## src/hw/reducePkg.sv

```systemverilog
package reducePkg;

  localparam int FlitWidth    = 82;
  localparam int PayloadWidth = 32;
  localparam int TableSize    = 8;  // one slot per low tag value
  localparam int SlotBits     = 3;
  localparam int ChildWidth   = 3;
  localparam int AluLatency   = 3;  // combine pipe depth
  localparam int CountWidth   = 16;

  // register slave
  localparam int AxiAddrWidth = 4;
  localparam int AxiDataWidth = 32;
  localparam logic [AxiAddrWidth-1:0] AddrCoord     = 4'h0;
  localparam logic [AxiAddrWidth-1:0] AddrCompleted = 4'h4;
  localparam logic [AxiAddrWidth-1:0] AddrDropped   = 4'h8;
  localparam logic [1:0] RespOkay   = 2'b00;
  localparam logic [1:0] RespSlvErr = 2'b10;

  typedef struct packed {
    logic [2:0] z;
    logic [2:0] y;
    logic [2:0] x;
  } coordT;

  typedef enum logic [1:0] {cmbSum, cmbMax, cmbMin, cmbOr} combineE;

  // top two bits both set marks a reduction
  typedef enum logic [3:0] {
    collAllgather     = 4'b1010,
    collGather        = 4'b1011,
    collReduce        = 4'b1100,
    collLongReduce    = 4'b1101,
    collAllreduce     = 4'b1110,
    collLongAllreduce = 4'b1111
  } collOpE;

  typedef enum logic [1:0] {slotIdle, slotGather, slotCombine, slotDone} slotStateE;

  typedef struct packed {
    logic                    valid;
    coordT                   dst;
    coordT                   src;
    logic [8:0]              rank;
    logic [7:0]              contextId;
    logic [7:0]              tag;
    combineE                 combine;
    collOpE                  op;
    logic [PayloadWidth-1:0] payload;
  } flitT;

  // flit minus payload, same bit order
  typedef struct packed {
    logic       valid;
    coordT      dst;
    coordT      src;
    logic [8:0] rank;
    logic [7:0] contextId;
    logic [7:0] tag;
    combineE    combine;
    collOpE     op;
  } headerT;

  typedef struct packed {
    headerT                  hdr;
    logic [SlotBits-1:0]     slot;
    logic [ChildWidth-1:0]   children;
    logic                    isReduction;
    logic [PayloadWidth-1:0] payload;
  } decodedT;

  typedef struct packed {
    headerT                  hdr;  // first flit of the reduction
    logic [PayloadWidth-1:0] acc;
  } tableOutT;

endpackage

```

## src/hw/combineAlu.sv

```systemverilog
`timescale 1ns/1ps

module combineAlu
  import reducePkg::*;
(
  input  logic                    clk,
  input  logic                    rst,
  input  logic [PayloadWidth-1:0] aIn,      // accumulator
  input  logic [PayloadWidth-1:0] bIn,      // new child payload
  input  combineE                 fn,
  input  logic                    issue,
  input  logic [SlotBits-1:0]     slotIn,
  output logic [PayloadWidth-1:0] result,
  output logic                    resultValid,
  output logic [SlotBits-1:0]     slotOut
);

  logic [PayloadWidth-1:0] fnOut;
  logic [PayloadWidth-1:0] resPipe [AluLatency];
  logic [SlotBits-1:0]     slotPipe [AluLatency];
  logic [AluLatency-1:0]   vldPipe;

  // integer combine, max and min are signed
  always_comb begin
    case (fn)
      cmbSum:  fnOut = aIn + bIn;
      cmbMax:  fnOut = ($signed(aIn) > $signed(bIn)) ? aIn : bIn;
      cmbMin:  fnOut = ($signed(aIn) < $signed(bIn)) ? aIn : bIn;
      default: fnOut = aIn | bIn;
    endcase
  end

  always_ff @(posedge clk) begin
    if (rst) begin
      vldPipe <= '0;
    end else begin
      vldPipe <= {vldPipe[AluLatency-2:0], issue};  // shift in one per cycle
    end
  end

  // result and slot tag ride alongside the valid bits
  always_ff @(posedge clk) begin
    resPipe[0]  <= fnOut;
    slotPipe[0] <= slotIn;
    for (int i = 1; i < AluLatency; i++) begin
      resPipe[i]  <= resPipe[i-1];
      slotPipe[i] <= slotPipe[i-1];
    end
  end

  assign result      = resPipe[AluLatency-1];
  assign slotOut     = slotPipe[AluLatency-1];
  assign resultValid = vldPipe[AluLatency-1];

endmodule

```

## src/hw/flitDecode.sv

```systemverilog
`timescale 1ns/1ps

module flitDecode
  import reducePkg::*;
(
  input  logic                  clk,
  input  logic                  rst,
  input  flitT                  inFlit,
  input  logic [ChildWidth-1:0] inChildren,
  input  logic                  inValid,
  output logic                  inReady,
  output decodedT               dec,
  output logic                  decValid,
  input  logic                  decReady
);

  headerT hdrIn;
  logic   running;  // low through reset, high from the first cycle after
  logic   take;

  // header is everything above the payload
  assign hdrIn = headerT'(inFlit[FlitWidth-1:PayloadWidth]);

  // one entry, refill while it drains
  assign inReady = running && (!decValid || decReady);
  assign take    = inValid && inReady;

  always_ff @(posedge clk) begin
    if (rst) begin
      running  <= 1'b0;
      decValid <= 1'b0;
    end else begin
      running <= 1'b1;
      if (take) begin
        decValid <= 1'b1;
      end else if (decReady) begin
        decValid <= 1'b0;  // consumed, nothing new
      end
    end
  end

  // decoded record
  always_ff @(posedge clk) begin
    if (take) begin
      dec.hdr      <= hdrIn;
      dec.slot     <= inFlit.tag[SlotBits-1:0];  // low tag bits pick the slot
      dec.children <= inChildren;
      dec.payload  <= inFlit.payload;
      // op class 11xx on a valid flit
      dec.isReduction <= inFlit.valid && (inFlit.op[3:2] == 2'b11);
    end
  end

endmodule

```

## src/hw/nodeRegs.sv

```systemverilog
`timescale 1ns/1ps

module nodeRegs
  import reducePkg::*;
(
  input  logic                      clk,
  input  logic                      rst,
  input  logic [AxiAddrWidth-1:0]   sAxiAwAddr,
  input  logic                      sAxiAwValid,
  output logic                      sAxiAwReady,
  input  logic [AxiDataWidth-1:0]   sAxiWData,
  input  logic [AxiDataWidth/8-1:0] sAxiWStrb,
  input  logic                      sAxiWValid,
  output logic                      sAxiWReady,
  output logic [1:0]                sAxiBResp,
  output logic                      sAxiBValid,
  input  logic                      sAxiBReady,
  input  logic [AxiAddrWidth-1:0]   sAxiArAddr,
  input  logic                      sAxiArValid,
  output logic                      sAxiArReady,
  output logic [AxiDataWidth-1:0]   sAxiRData,
  output logic [1:0]                sAxiRResp,
  output logic                      sAxiRValid,
  input  logic                      sAxiRReady,
  input  logic                      completedPulse,
  input  logic                      droppedPulse,
  output coordT                     nodeCoord
);

  logic                      awHave, wHave;  // halves of a write collected
  logic [AxiAddrWidth-1:0]   awAddrQ;
  logic [AxiDataWidth-1:0]   wDataQ;
  logic [AxiDataWidth/8-1:0] wStrbQ;
  logic [CountWidth-1:0]     completedCnt, droppedCnt;
  logic                      doWrite;

  assign sAxiAwReady = !awHave && !sAxiBValid;
  assign sAxiWReady  = !wHave && !sAxiBValid;
  assign sAxiArReady = !sAxiRValid;
  assign doWrite     = awHave && wHave;

  always_ff @(posedge clk) begin
    if (rst) begin
      {awHave, wHave, sAxiBValid, sAxiRValid} <= '0;
      nodeCoord    <= '0;
      completedCnt <= '0;
      droppedCnt   <= '0;
    end else begin
      if (sAxiAwValid && sAxiAwReady) awHave <= 1'b1;
      if (sAxiWValid && sAxiWReady) wHave <= 1'b1;
      if (doWrite) begin
        {awHave, wHave} <= 2'b00;
        sAxiBValid      <= 1'b1;
        if (awAddrQ == AddrCoord) begin  // only writable register
          if (wStrbQ[0]) nodeCoord[7:0] <= wDataQ[7:0];
          if (wStrbQ[1]) nodeCoord[8]   <= wDataQ[8];
        end
      end else if (sAxiBReady) begin
        sAxiBValid <= 1'b0;
      end
      if (sAxiArValid && sAxiArReady) begin
        sAxiRValid <= 1'b1;
      end else if (sAxiRReady) begin
        sAxiRValid <= 1'b0;
      end
      if (completedPulse && completedCnt != '1) completedCnt <= completedCnt + 1'b1;  // saturate
      if (droppedPulse && droppedCnt != '1) droppedCnt <= droppedCnt + 1'b1;
    end
  end

  always_ff @(posedge clk) begin
    if (sAxiAwValid && sAxiAwReady) awAddrQ <= sAxiAwAddr;
    if (sAxiWValid && sAxiWReady) begin
      wDataQ <= sAxiWData;
      wStrbQ <= sAxiWStrb;
    end
    if (doWrite) sAxiBResp <= (awAddrQ == AddrCoord) ? RespOkay : RespSlvErr;
    if (sAxiArValid && sAxiArReady) begin
      sAxiRResp <= RespOkay;
      case (sAxiArAddr)
        AddrCoord:     sAxiRData <= AxiDataWidth'(nodeCoord);
        AddrCompleted: sAxiRData <= AxiDataWidth'(completedCnt);
        AddrDropped:   sAxiRData <= AxiDataWidth'(droppedCnt);
        default: begin
          sAxiRData <= '0;  // unmapped
          sAxiRResp <= RespSlvErr;
        end
      endcase
    end
  end

endmodule

```

## src/hw/reduceNode.sv

```systemverilog
`timescale 1ns/1ps

module reduceNode
  import reducePkg::*;
(
  input  logic                      clk,
  input  logic                      rst,
  input  flitT                      inFlit,
  input  logic [ChildWidth-1:0]     inChildren,
  input  logic                      inValid,
  output logic                      inReady,
  output flitT                      outFlit,
  output logic                      outValid,
  input  logic                      outReady,
  input  logic [AxiAddrWidth-1:0]   sAxiAwAddr,
  input  logic                      sAxiAwValid,
  output logic                      sAxiAwReady,
  input  logic [AxiDataWidth-1:0]   sAxiWData,
  input  logic [AxiDataWidth/8-1:0] sAxiWStrb,
  input  logic                      sAxiWValid,
  output logic                      sAxiWReady,
  output logic [1:0]                sAxiBResp,
  output logic                      sAxiBValid,
  input  logic                      sAxiBReady,
  input  logic [AxiAddrWidth-1:0]   sAxiArAddr,
  input  logic                      sAxiArValid,
  output logic                      sAxiArReady,
  output logic [AxiDataWidth-1:0]   sAxiRData,
  output logic [1:0]                sAxiRResp,
  output logic                      sAxiRValid,
  input  logic                      sAxiRReady
);

  decodedT  dec;
  logic     decValid, decReady;
  tableOutT doneOut;
  logic     doneValid, doneReady;
  logic     completedPulse, droppedPulse;
  coordT    nodeCoord;

  // decode
  flitDecode decodeI (.clk, .rst, .inFlit, .inChildren, .inValid, .inReady,
                      .dec, .decValid, .decReady);

  // execute
  reductionTable tableI (.clk, .rst, .dec, .decValid, .decReady, .doneOut, .doneValid,
                         .doneReady, .completedPulse, .droppedPulse);

  // result
  resultFormat resultI (.clk, .rst, .doneIn(doneOut), .doneValid, .doneReady, .nodeCoord,
                        .outFlit, .outValid, .outReady);

  nodeRegs regsI (.clk, .rst, .sAxiAwAddr, .sAxiAwValid, .sAxiAwReady, .sAxiWData, .sAxiWStrb,
                  .sAxiWValid, .sAxiWReady, .sAxiBResp, .sAxiBValid, .sAxiBReady, .sAxiArAddr,
                  .sAxiArValid, .sAxiArReady, .sAxiRData, .sAxiRResp, .sAxiRValid, .sAxiRReady,
                  .completedPulse, .droppedPulse, .nodeCoord);

endmodule

```

## src/hw/reductionTable.sv

```systemverilog
`timescale 1ns/1ps

module reductionTable
  import reducePkg::*;
(
  input  logic     clk,
  input  logic     rst,
  input  decodedT  dec,
  input  logic     decValid,
  output logic     decReady,
  output tableOutT doneOut,
  output logic     doneValid,
  input  logic     doneReady,
  output logic     completedPulse,
  output logic     droppedPulse
);

  // per slot storage
  slotStateE               state  [TableSize];
  headerT                  hdrMem [TableSize];
  logic [PayloadWidth-1:0] accMem [TableSize];
  logic [ChildWidth-1:0]   remain [TableSize];  // children still owed

  slotStateE               decState;
  logic                    take;
  logic                    first;    // opens an idle slot
  logic                    issue;    // folds into a gathering slot
  logic                    drop;
  logic                    doneTake;
  logic [SlotBits-1:0]     doneSlot;
  logic [PayloadWidth-1:0] aluResult;
  logic                    aluValid;
  logic [SlotBits-1:0]     aluSlot;

  assign decState = state[dec.slot];

  // stall only a flit aimed at a busy or finished slot
  assign decReady = !dec.isReduction || (decState == slotIdle) || (decState == slotGather);
  assign take     = decValid && decReady;
  assign first    = take && dec.isReduction && (decState == slotIdle);
  assign issue    = take && dec.isReduction && (decState == slotGather);
  assign drop     = take && !dec.isReduction;

  combineAlu aluI (
    .clk         (clk),
    .rst         (rst),
    .aIn         (accMem[dec.slot]),
    .bIn         (dec.payload),
    .fn          (hdrMem[dec.slot].combine),  // function of the first flit
    .issue       (issue),
    .slotIn      (dec.slot),
    .result      (aluResult),
    .resultValid (aluValid),
    .slotOut     (aluSlot)
  );

  // lowest done slot wins, scan downward so the last hit is the lowest
  always_comb begin
    doneValid = 1'b0;
    doneSlot  = '0;
    for (int i = TableSize - 1; i >= 0; i--) begin
      if (state[i] == slotDone) begin
        doneValid = 1'b1;
        doneSlot  = SlotBits'(i);
      end
    end
  end

  assign doneOut.hdr = hdrMem[doneSlot];
  assign doneOut.acc = accMem[doneSlot];
  assign doneTake    = doneValid && doneReady;

  // slot FSM; decode, alu return and release never hit the same slot
  always_ff @(posedge clk) begin
    if (rst) begin
      for (int i = 0; i < TableSize; i++) begin
        state[i] <= slotIdle;
      end
      completedPulse <= 1'b0;
      droppedPulse   <= 1'b0;
    end else begin
      completedPulse <= doneTake;
      droppedPulse   <= drop;
      if (first) begin
        // leaf goes straight out
        state[dec.slot] <= (dec.children == '0) ? slotDone : slotGather;
      end else if (issue) begin
        state[dec.slot] <= slotCombine;  // held for the alu latency
      end
      if (aluValid) begin
        state[aluSlot] <= (remain[aluSlot] == ChildWidth'(1)) ? slotDone : slotGather;
      end
      if (doneTake) begin
        state[doneSlot] <= slotIdle;
      end
    end
  end

  // header, accumulator, count
  always_ff @(posedge clk) begin
    if (first) begin
      hdrMem[dec.slot] <= dec.hdr;
      accMem[dec.slot] <= dec.payload;  // first flit seeds the accumulator
      remain[dec.slot] <= dec.children;
    end
    if (aluValid) begin
      accMem[aluSlot] <= aluResult;
      remain[aluSlot] <= remain[aluSlot] - ChildWidth'(1);
    end
  end

endmodule

```

## src/hw/resultFormat.sv

```systemverilog
`timescale 1ns/1ps

module resultFormat
  import reducePkg::*;
(
  input  logic     clk,
  input  logic     rst,
  input  tableOutT doneIn,
  input  logic     doneValid,
  output logic     doneReady,
  input  coordT    nodeCoord,
  output flitT     outFlit,
  output logic     outValid,
  input  logic     outReady
);

  tableOutT pend;       // captured done record
  logic     pendValid;
  logic     outLoad;
  flitT     built;

  assign outLoad   = pendValid && (!outValid || outReady);  // out reg free or draining
  assign doneReady = !pendValid || outLoad;

  always_comb begin
    built.valid     = 1'b1;
    built.dst       = pend.hdr.dst;
    built.src       = nodeCoord;  // result leaves from this node
    built.rank      = pend.hdr.rank;
    built.contextId = pend.hdr.contextId;
    built.tag       = pend.hdr.tag;
    built.combine   = pend.hdr.combine;
    built.payload   = pend.acc;
    // long variants continue as gathers
    case (pend.hdr.op)
      collLongReduce:    built.op = collGather;
      collLongAllreduce: built.op = collAllgather;
      default:           built.op = pend.hdr.op;
    endcase
  end

  always_ff @(posedge clk) begin
    if (rst) begin
      pendValid <= 1'b0;
      outValid  <= 1'b0;
    end else begin
      if (doneValid && doneReady) begin
        pendValid <= 1'b1;
      end else if (outLoad) begin
        pendValid <= 1'b0;
      end
      if (outLoad) begin
        outValid <= 1'b1;
      end else if (outReady) begin
        outValid <= 1'b0;
      end
    end
  end

  always_ff @(posedge clk) begin
    if (doneValid && doneReady) pend <= doneIn;
    if (outLoad) outFlit <= built;  // held while outReady is low
  end

endmodule

```

## config.mk

```make
export PLATFORM = sky130hd
export DESIGN_NAME = reduceNode
export DESIGN_NICKNAME = d
export VERILOG_FILES = /design/src/hw/reducePkg.sv /design/src/hw/combineAlu.sv /design/src/hw/flitDecode.sv /design/src/hw/nodeRegs.sv /design/src/hw/reduceNode.sv /design/src/hw/reductionTable.sv /design/src/hw/resultFormat.sv
export SDC_FILE = /design/constraint.sdc
export NUM_CORES = 2
export LEC_CHECK = 0
export BUFFER_PORTS_ARGS = -buffer_cell sky130_fd_sc_hd__buf_2
export CAP_MARGIN = 25
export CORE_MARGIN = 2
export CORE_UTILIZATION = 30
export DETAILED_ROUTE_END_ITERATION = 8
export GPL_ROUTABILITY_DRIVEN = 1
export GPL_TIMING_DRIVEN = 0
export SKIP_LAST_GASP = 1
export SLEW_MARGIN = 20
export SYNTH_ARGS = -nofsm -noshare
export SYNTH_HDL_FRONTEND = slang
export SYNTH_SLANG_ARGS = --single-unit
```

## constraint.sdc

```tcl
create_clock -name clk -period 7.1 [get_ports clk]
set_clock_uncertainty 0.1 [all_clocks]
set_input_delay 1.065 -clock clk [delete_from_list [all_inputs] [get_ports clk]]
set_output_delay 1.065 -clock clk [all_outputs]
set_load 0.05 [all_outputs]
```

== Word level (Yosys, flattened, before mapping) ==
Memories as Yosys holds them, arrays and structs flattened. A register that Yosys moved wholly into a read port is not among the register bits.
Index checks and enable logic that the tools add are counted.
Word-level totals
  register bits after elaboration: 275
  RAM bits: 801
  bits of input ports: 138
  word-level logic and storage cells: 198
  memories kept: 6
Cells by class
  add/sub/neg operators: 4
  magnitude comparators: 2
  eq/ne operators: 19
  multiplexer cells: 66
  bitwise gates (word level): 2
  reduce and logical (&&, ||, !) cells: 48
Memory list
  tableI.hdrMem: depth 8, width 50, read ports 2, clocked after memory_dff 2, wr ports 1, line reductionTable.sv:20  | headerT hdrMem [TableSize];
  tableI.accMem: depth 8, width 32, read ports 2, clocked after memory_dff 2, wr ports 2, line reductionTable.sv:21  | logic [PayloadWidth-1:0] accMem [TableSize];
  tableI.aluI.resPipe: depth 3, width 32, read ports 3, clocked after memory_dff 0, wr ports 3, line combineAlu.sv:19  | logic [PayloadWidth-1:0] resPipe [AluLatency];
  tableI.remain: depth 8, width 3, read ports 1, clocked after memory_dff 0, wr ports 2, line reductionTable.sv:22  | logic [ChildWidth-1:0] remain [TableSize];
  tableI.state: depth 8, width 2, read ports 9, clocked after memory_dff 1, wr ports 8, line reductionTable.sv:19  | slotStateE state [TableSize];
  tableI.aluI.slotPipe: depth 3, width 3, read ports 3, clocked after memory_dff 0, wr ports 3, line combineAlu.sv:20  | logic [SlotBits-1:0] slotPipe [AluLatency];
Operator list (number)
  case mux 32 bit (3 select lines): 1
  2-to-1 mux 32 bit: 2
  case mux 16 bit (3 select lines): 1
  2-to-1 mux 3 bit: 14
  2-to-1 mux 1 bit: 39
  adder 16 x 1 -> 16 bit (second input constant): 2
  adder 32 bit: 1
  greater-than comparator 32 bit: 1
  < comparator 32 bit: 1
  != test 16 bit (second input constant): 2
  OR 32 bit: 1
  equality test 2 bit (second input constant): 10
  logical AND 1 bit: 18
  2-to-1 mux 2 bit: 8
  equality test 4 bit (second input constant): 3
  nonzero test 2 bit: 5
  zero test 1 bit: 8
  zero test 4 bit: 2
  case mux 4 bit (2 select lines): 1
  OR reduction 2 bit: 4
  AND reduction 3 bit: 2
  logical OR 1 bit: 5
  equality test 2 x 1 -> 1 bit (second input constant): 2
  equality test 4 x 3 -> 1 bit (second input constant): 1
  other kinds (6): 7

== Depth between registers and ports, before layout ==
An unclocked memory read counts as a cell.
  depth after elaboration: 16
  gate-level depth with buffers: 19
  mapped depth without buffers: 13

== Cells and area by module ==
Synthesis repeated with hierarchy kept, for this count alone.
Unflattened totals
  cells, all modules: 4378
  area, all modules: 50200.6 um^2
Modules (own cells, without submodules)
  reductionTable: instances 1, cells each 2961, area an instance 32110.8 um^2, seq. area each 20779.9 um^2
  combineAlu: instances 1, cells each 831, area an instance 7123.1 um^2, seq. area each 2162.1 um^2
  resultFormat: instances 1, cells each 170, area an instance 4739.5 um^2, seq. area each 4634.4 um^2
  nodeRegs: instances 1, cells each 318, area an instance 3520.9 um^2, seq. area each 1891.8 um^2
  flitDecode: instances 1, cells each 98, area an instance 2706.3 um^2, seq. area each 2622.5 um^2

== Worst setup path before layout ==
Ideal clock, no wire load.
  kind: register to register
  from: reg (tool-made name)
  to: mem tableI.accMem[2][0] (enable)
  arrival time: 5.455 ns
  required time: 6.623 ns
  slack: 1.168 ns
  cell stages (with the launch flop): 9
  path buffers: 1
  cells stage by stage: dfxtp_1 > buf_2 > mux4_2 > mux2_2 > or2_1 > nor2_1 > nand2_1 > nor3_1 > or2_2
RTL lines (line)
  end, declared: reductionTable.sv:21

==> impl_metrics.csv <==
group,metric,value,unit
route,antenna_left,0,
run_status,outcome,"finished, final reports clean",
cts,cts_buffers,110,
floorplan,row_count,143,
cts,clk_latency,0.76,ns
global_route,grt_max_degree,54,
route,totalWireLength,147000,µm
sta,slew_headroom,0.234,
cts,clock_sinks,1040,
sta,period_minus_slack,6.78,ns
cts,clk_pin_slew,0.07,ns
critical_path,setup.worst_path.start_class,"flop",
global_route,grt_pass1_wl,213000,µm
yosys,async_flop_share,0,
sta,maxSlewViolCount,0,
placement,hpwl,102000,µm
critical_path,max_stage_delay,0.80,ns
yosys,synth.distinct_cells,81,
sta,layout_setup_ws,0.320,ns
route,viasPerCell,5.15,
pwr,p_leak,19.7,nW
yosys,ys_warn_count,0,
global_route,grt_pass1_vias,31400,
yosys,synth-seq-cells,1040,
global_route,antenna_found_initial,11,
final_layout,drive_gt1_frac,0.180,
critical_path,crit_arrival,7.34,ns
final_layout,synthToLayoutAreaGrowth,19.4,%
final_layout,regArea,29400,µm²
final_layout,multi_input_area,15400,µm²
global_route,grtUsageTotal,0.183,
critical_path,critPathKind,"flop to flop",
final_layout,layout_common_cells,"edfxtp_1 (862), nand2_1 (828), a21oi_1 (369), buf_2 (238), o21ai_0 (195)",
route,drc,0,
placement,place.gp.congestion,0.878,
hold_path,hold_end,"tableI.aluI.resPipe[0][81]",
yosys,synth-edff-count,862,
cts,cts.hold.buffers_added,0,
yosys,avgSynthCellArea,12.2,µm²
cts,htree_levels,3,
critical_path,crit_path_end_kind,"flop",
hold_path,hp-class,"flop to flop",
cts,cts_tree,"yes",
sta,finalHoldViolCount,0,
pwr,ir_drop,0.000199,V
floorplan,fp.dieArea,157000,µm²
route,drtIter0Drc,3727,
sta,timing.hold.ws,0.195,ns
floorplan,die_w,396,µm
floorplan,coreArea,152000,µm²
yosys,yosysSeqAreaShare,0.640,
yosys,syn_inst,3758,
sta,clock.fmax,147,MHz
hold_path,hp-start,"tableI.aluI.resPipe[0][49]",
global_route,overflow,0,
placement,detailedPlace.worstSlack,-0.367,ns
final_layout,layout_commonest_cell,"edfxtp_1",
critical_path,r2r_cells,19,
route,wl_per_cell,23.4,µm
final_layout,fin_nets,4388,
hold_path,hold_depth,0,
sta,rsz0062_at_grt,"no",
critical_path,crit_chain,"buf_2, buf_2, clkbuf_1, mux4_2, mux2_2, inv_1, ha_1, buf_2, nor4_2, nand3_1, nor4b_4, o31ai_1, buf_2, a21o_1, nand2_4, buf_2, a2bb2oi_1, o221ai_1, o31ai_1",
critical_path,crit_path_frequent_cell,"buf_2",
floorplan,die_h,396,µm
critical_path,worst-path-max-fanout,19,
cts,max-clock-path-buffers,3,
yosys,ys.flop_type,"edfxtp_1",
critical_path,critPathSlowestCell,"clkbuf_1",
critical_path,reg2reg_slack,0.32,ns
critical_path,r2r-end,"tableI.aluI.resPipe[0][30]",
sta,fin_setup_tns,0,ns
sta,setup_viol,0,
sta,period_share,0.955,
route,dr.pass1.iters,6,
floorplan,pin_count,263,
sta,worst_pin_slew,1.12,ns
run,cap_violations,0,
cts,cts-root-buf,"clkbuf_16",
yosys,synth_area,46000,µm²
placement,portBuffers,209,
route,via_count,32400,
final_layout,fillers,14700,
floorplan,start_util,0.303,
critical_path,critPathRequiredTime,7.66,ns
pwr,power_density,264,nW/µm²
stage by stage:
stage               std cells   util  total power (W)  area [µm²]
global placement         6014  0.327          0.00826       49700
global route             6275  0.361           0.0149       54900
floorplan                3775      -          0.00783       46100
finish                   6276  0.361           0.0145       54900
detailed placement       6066  0.335          0.00829       50900
CTS                      6272  0.361           0.0145       54900
report_power, final:
group / switching (W) / leakage, nW / internal, W
Clock: 0.00252 / 1.91 / 0.00376
Combinational: 0.000754 / 8.47 / 0.000432
Sequential: 0.000199 / 9.29 / 0.00681
cell type report:
class                           instances  area share
Antenna cell                            1   0.0000456
Buffer                                236      0.0182
Clock buffer                          138      0.0545
Clock inverter                         69      0.0175
Inverter                              100     0.00693
Multi-Input combinational cell       2398       0.281
Sequential cell                      1040       0.536
Tap cell                             2030      0.0462
Timing Repair Buffer                  264      0.0392
synthesized netlist by cell type, drive strengths merged (9+ instances only):
master	number	area (µm²)
a211oi	25	188
a21o	11	82.6
a21oi	370	1850
a222oi	9	90.1
a22o	11	96.3
a31oi	11	68.8
and2	11	68.8
and3	20	125
buf	63	345
clkbuf	174	653
dfxtp	178	3560
edfxtp	862	25900
ha	99	1240
inv	99	372
mux2	162	1820
mux2i	60	601
mux4	74	1670
nand2	829	3120
nand3	34	175
nand4	10	62.6
nor2	138	518
nor2b	18	113
nor3	22	120
o21a	13	97.6
o21ai	204	1020
or4	73	548
xnor2	20	175
xor2	27	236
metal layers:
metal  wire (µm)  track usage
met1       59100        0.240
met3       14200       0.0418
met5          67            0
met4        5620       0.0773
met2       68100        0.291
cells by family after synthesis:
family          Yosys count  synth area share
compound gates          736            0.0920
xor+xnor                 47           0.00895
buf+inv                 337            0.0299
fa+ha+maj               100            0.0274
flops                  1040             0.640
mux                     296            0.0889
simple gates           1200             0.113
other cells               2          0.000163
state kept, by name (all words and copies together) (netlist names), 24 cells and up, named ones only:
register	flops
decodeI.dec	76
resultI.outFlit	81
tableI.accMem	256
tableI.aluI.resPipe	96
resultI.built	68
tableI.hdrMem	320
tableI.remain	24
how the worst max path moves through the flow:
stage / startpoint / to / slack (ns) / cells past startpoint
2_1_floorplan: flop / tableI.accMem[2][0] / 1.17 / 8
3_3_place_gp: flop / tableI.accMem[2][14] / -2.81 / 8
3_5_place_dp: flop / tableI.aluI.resPipe[0][30] / -0.37 / 18
4_1_cts: flop / tableI.aluI.resPipe[0][30] / 0.14 / 18
5_1_grt: flop / tableI.aluI.resPipe[0][30] / 0.05 / 19
6_report: flop / tableI.aluI.resPipe[0][30] / 0.32 / 19
critical path, delay by kind of cell (launching register included):
kind                       cells  cell delay [ns]
AOI/OAI and AO/OA              5             1.25
adders and majority gates      1             0.23
buffers and inverters          7             2.69
DFF                            1             0.30
muxes                          2             0.77
and+or+nand+nor                4             1.34
timing repair:
action,in CTS,in global routing
gates resized for setup,2,1
buffers inserted,0,0
pin swaps,0,0
endpoints found under the setup margin,25,3
Note: power is estimated with default switching activity, not from simulation.
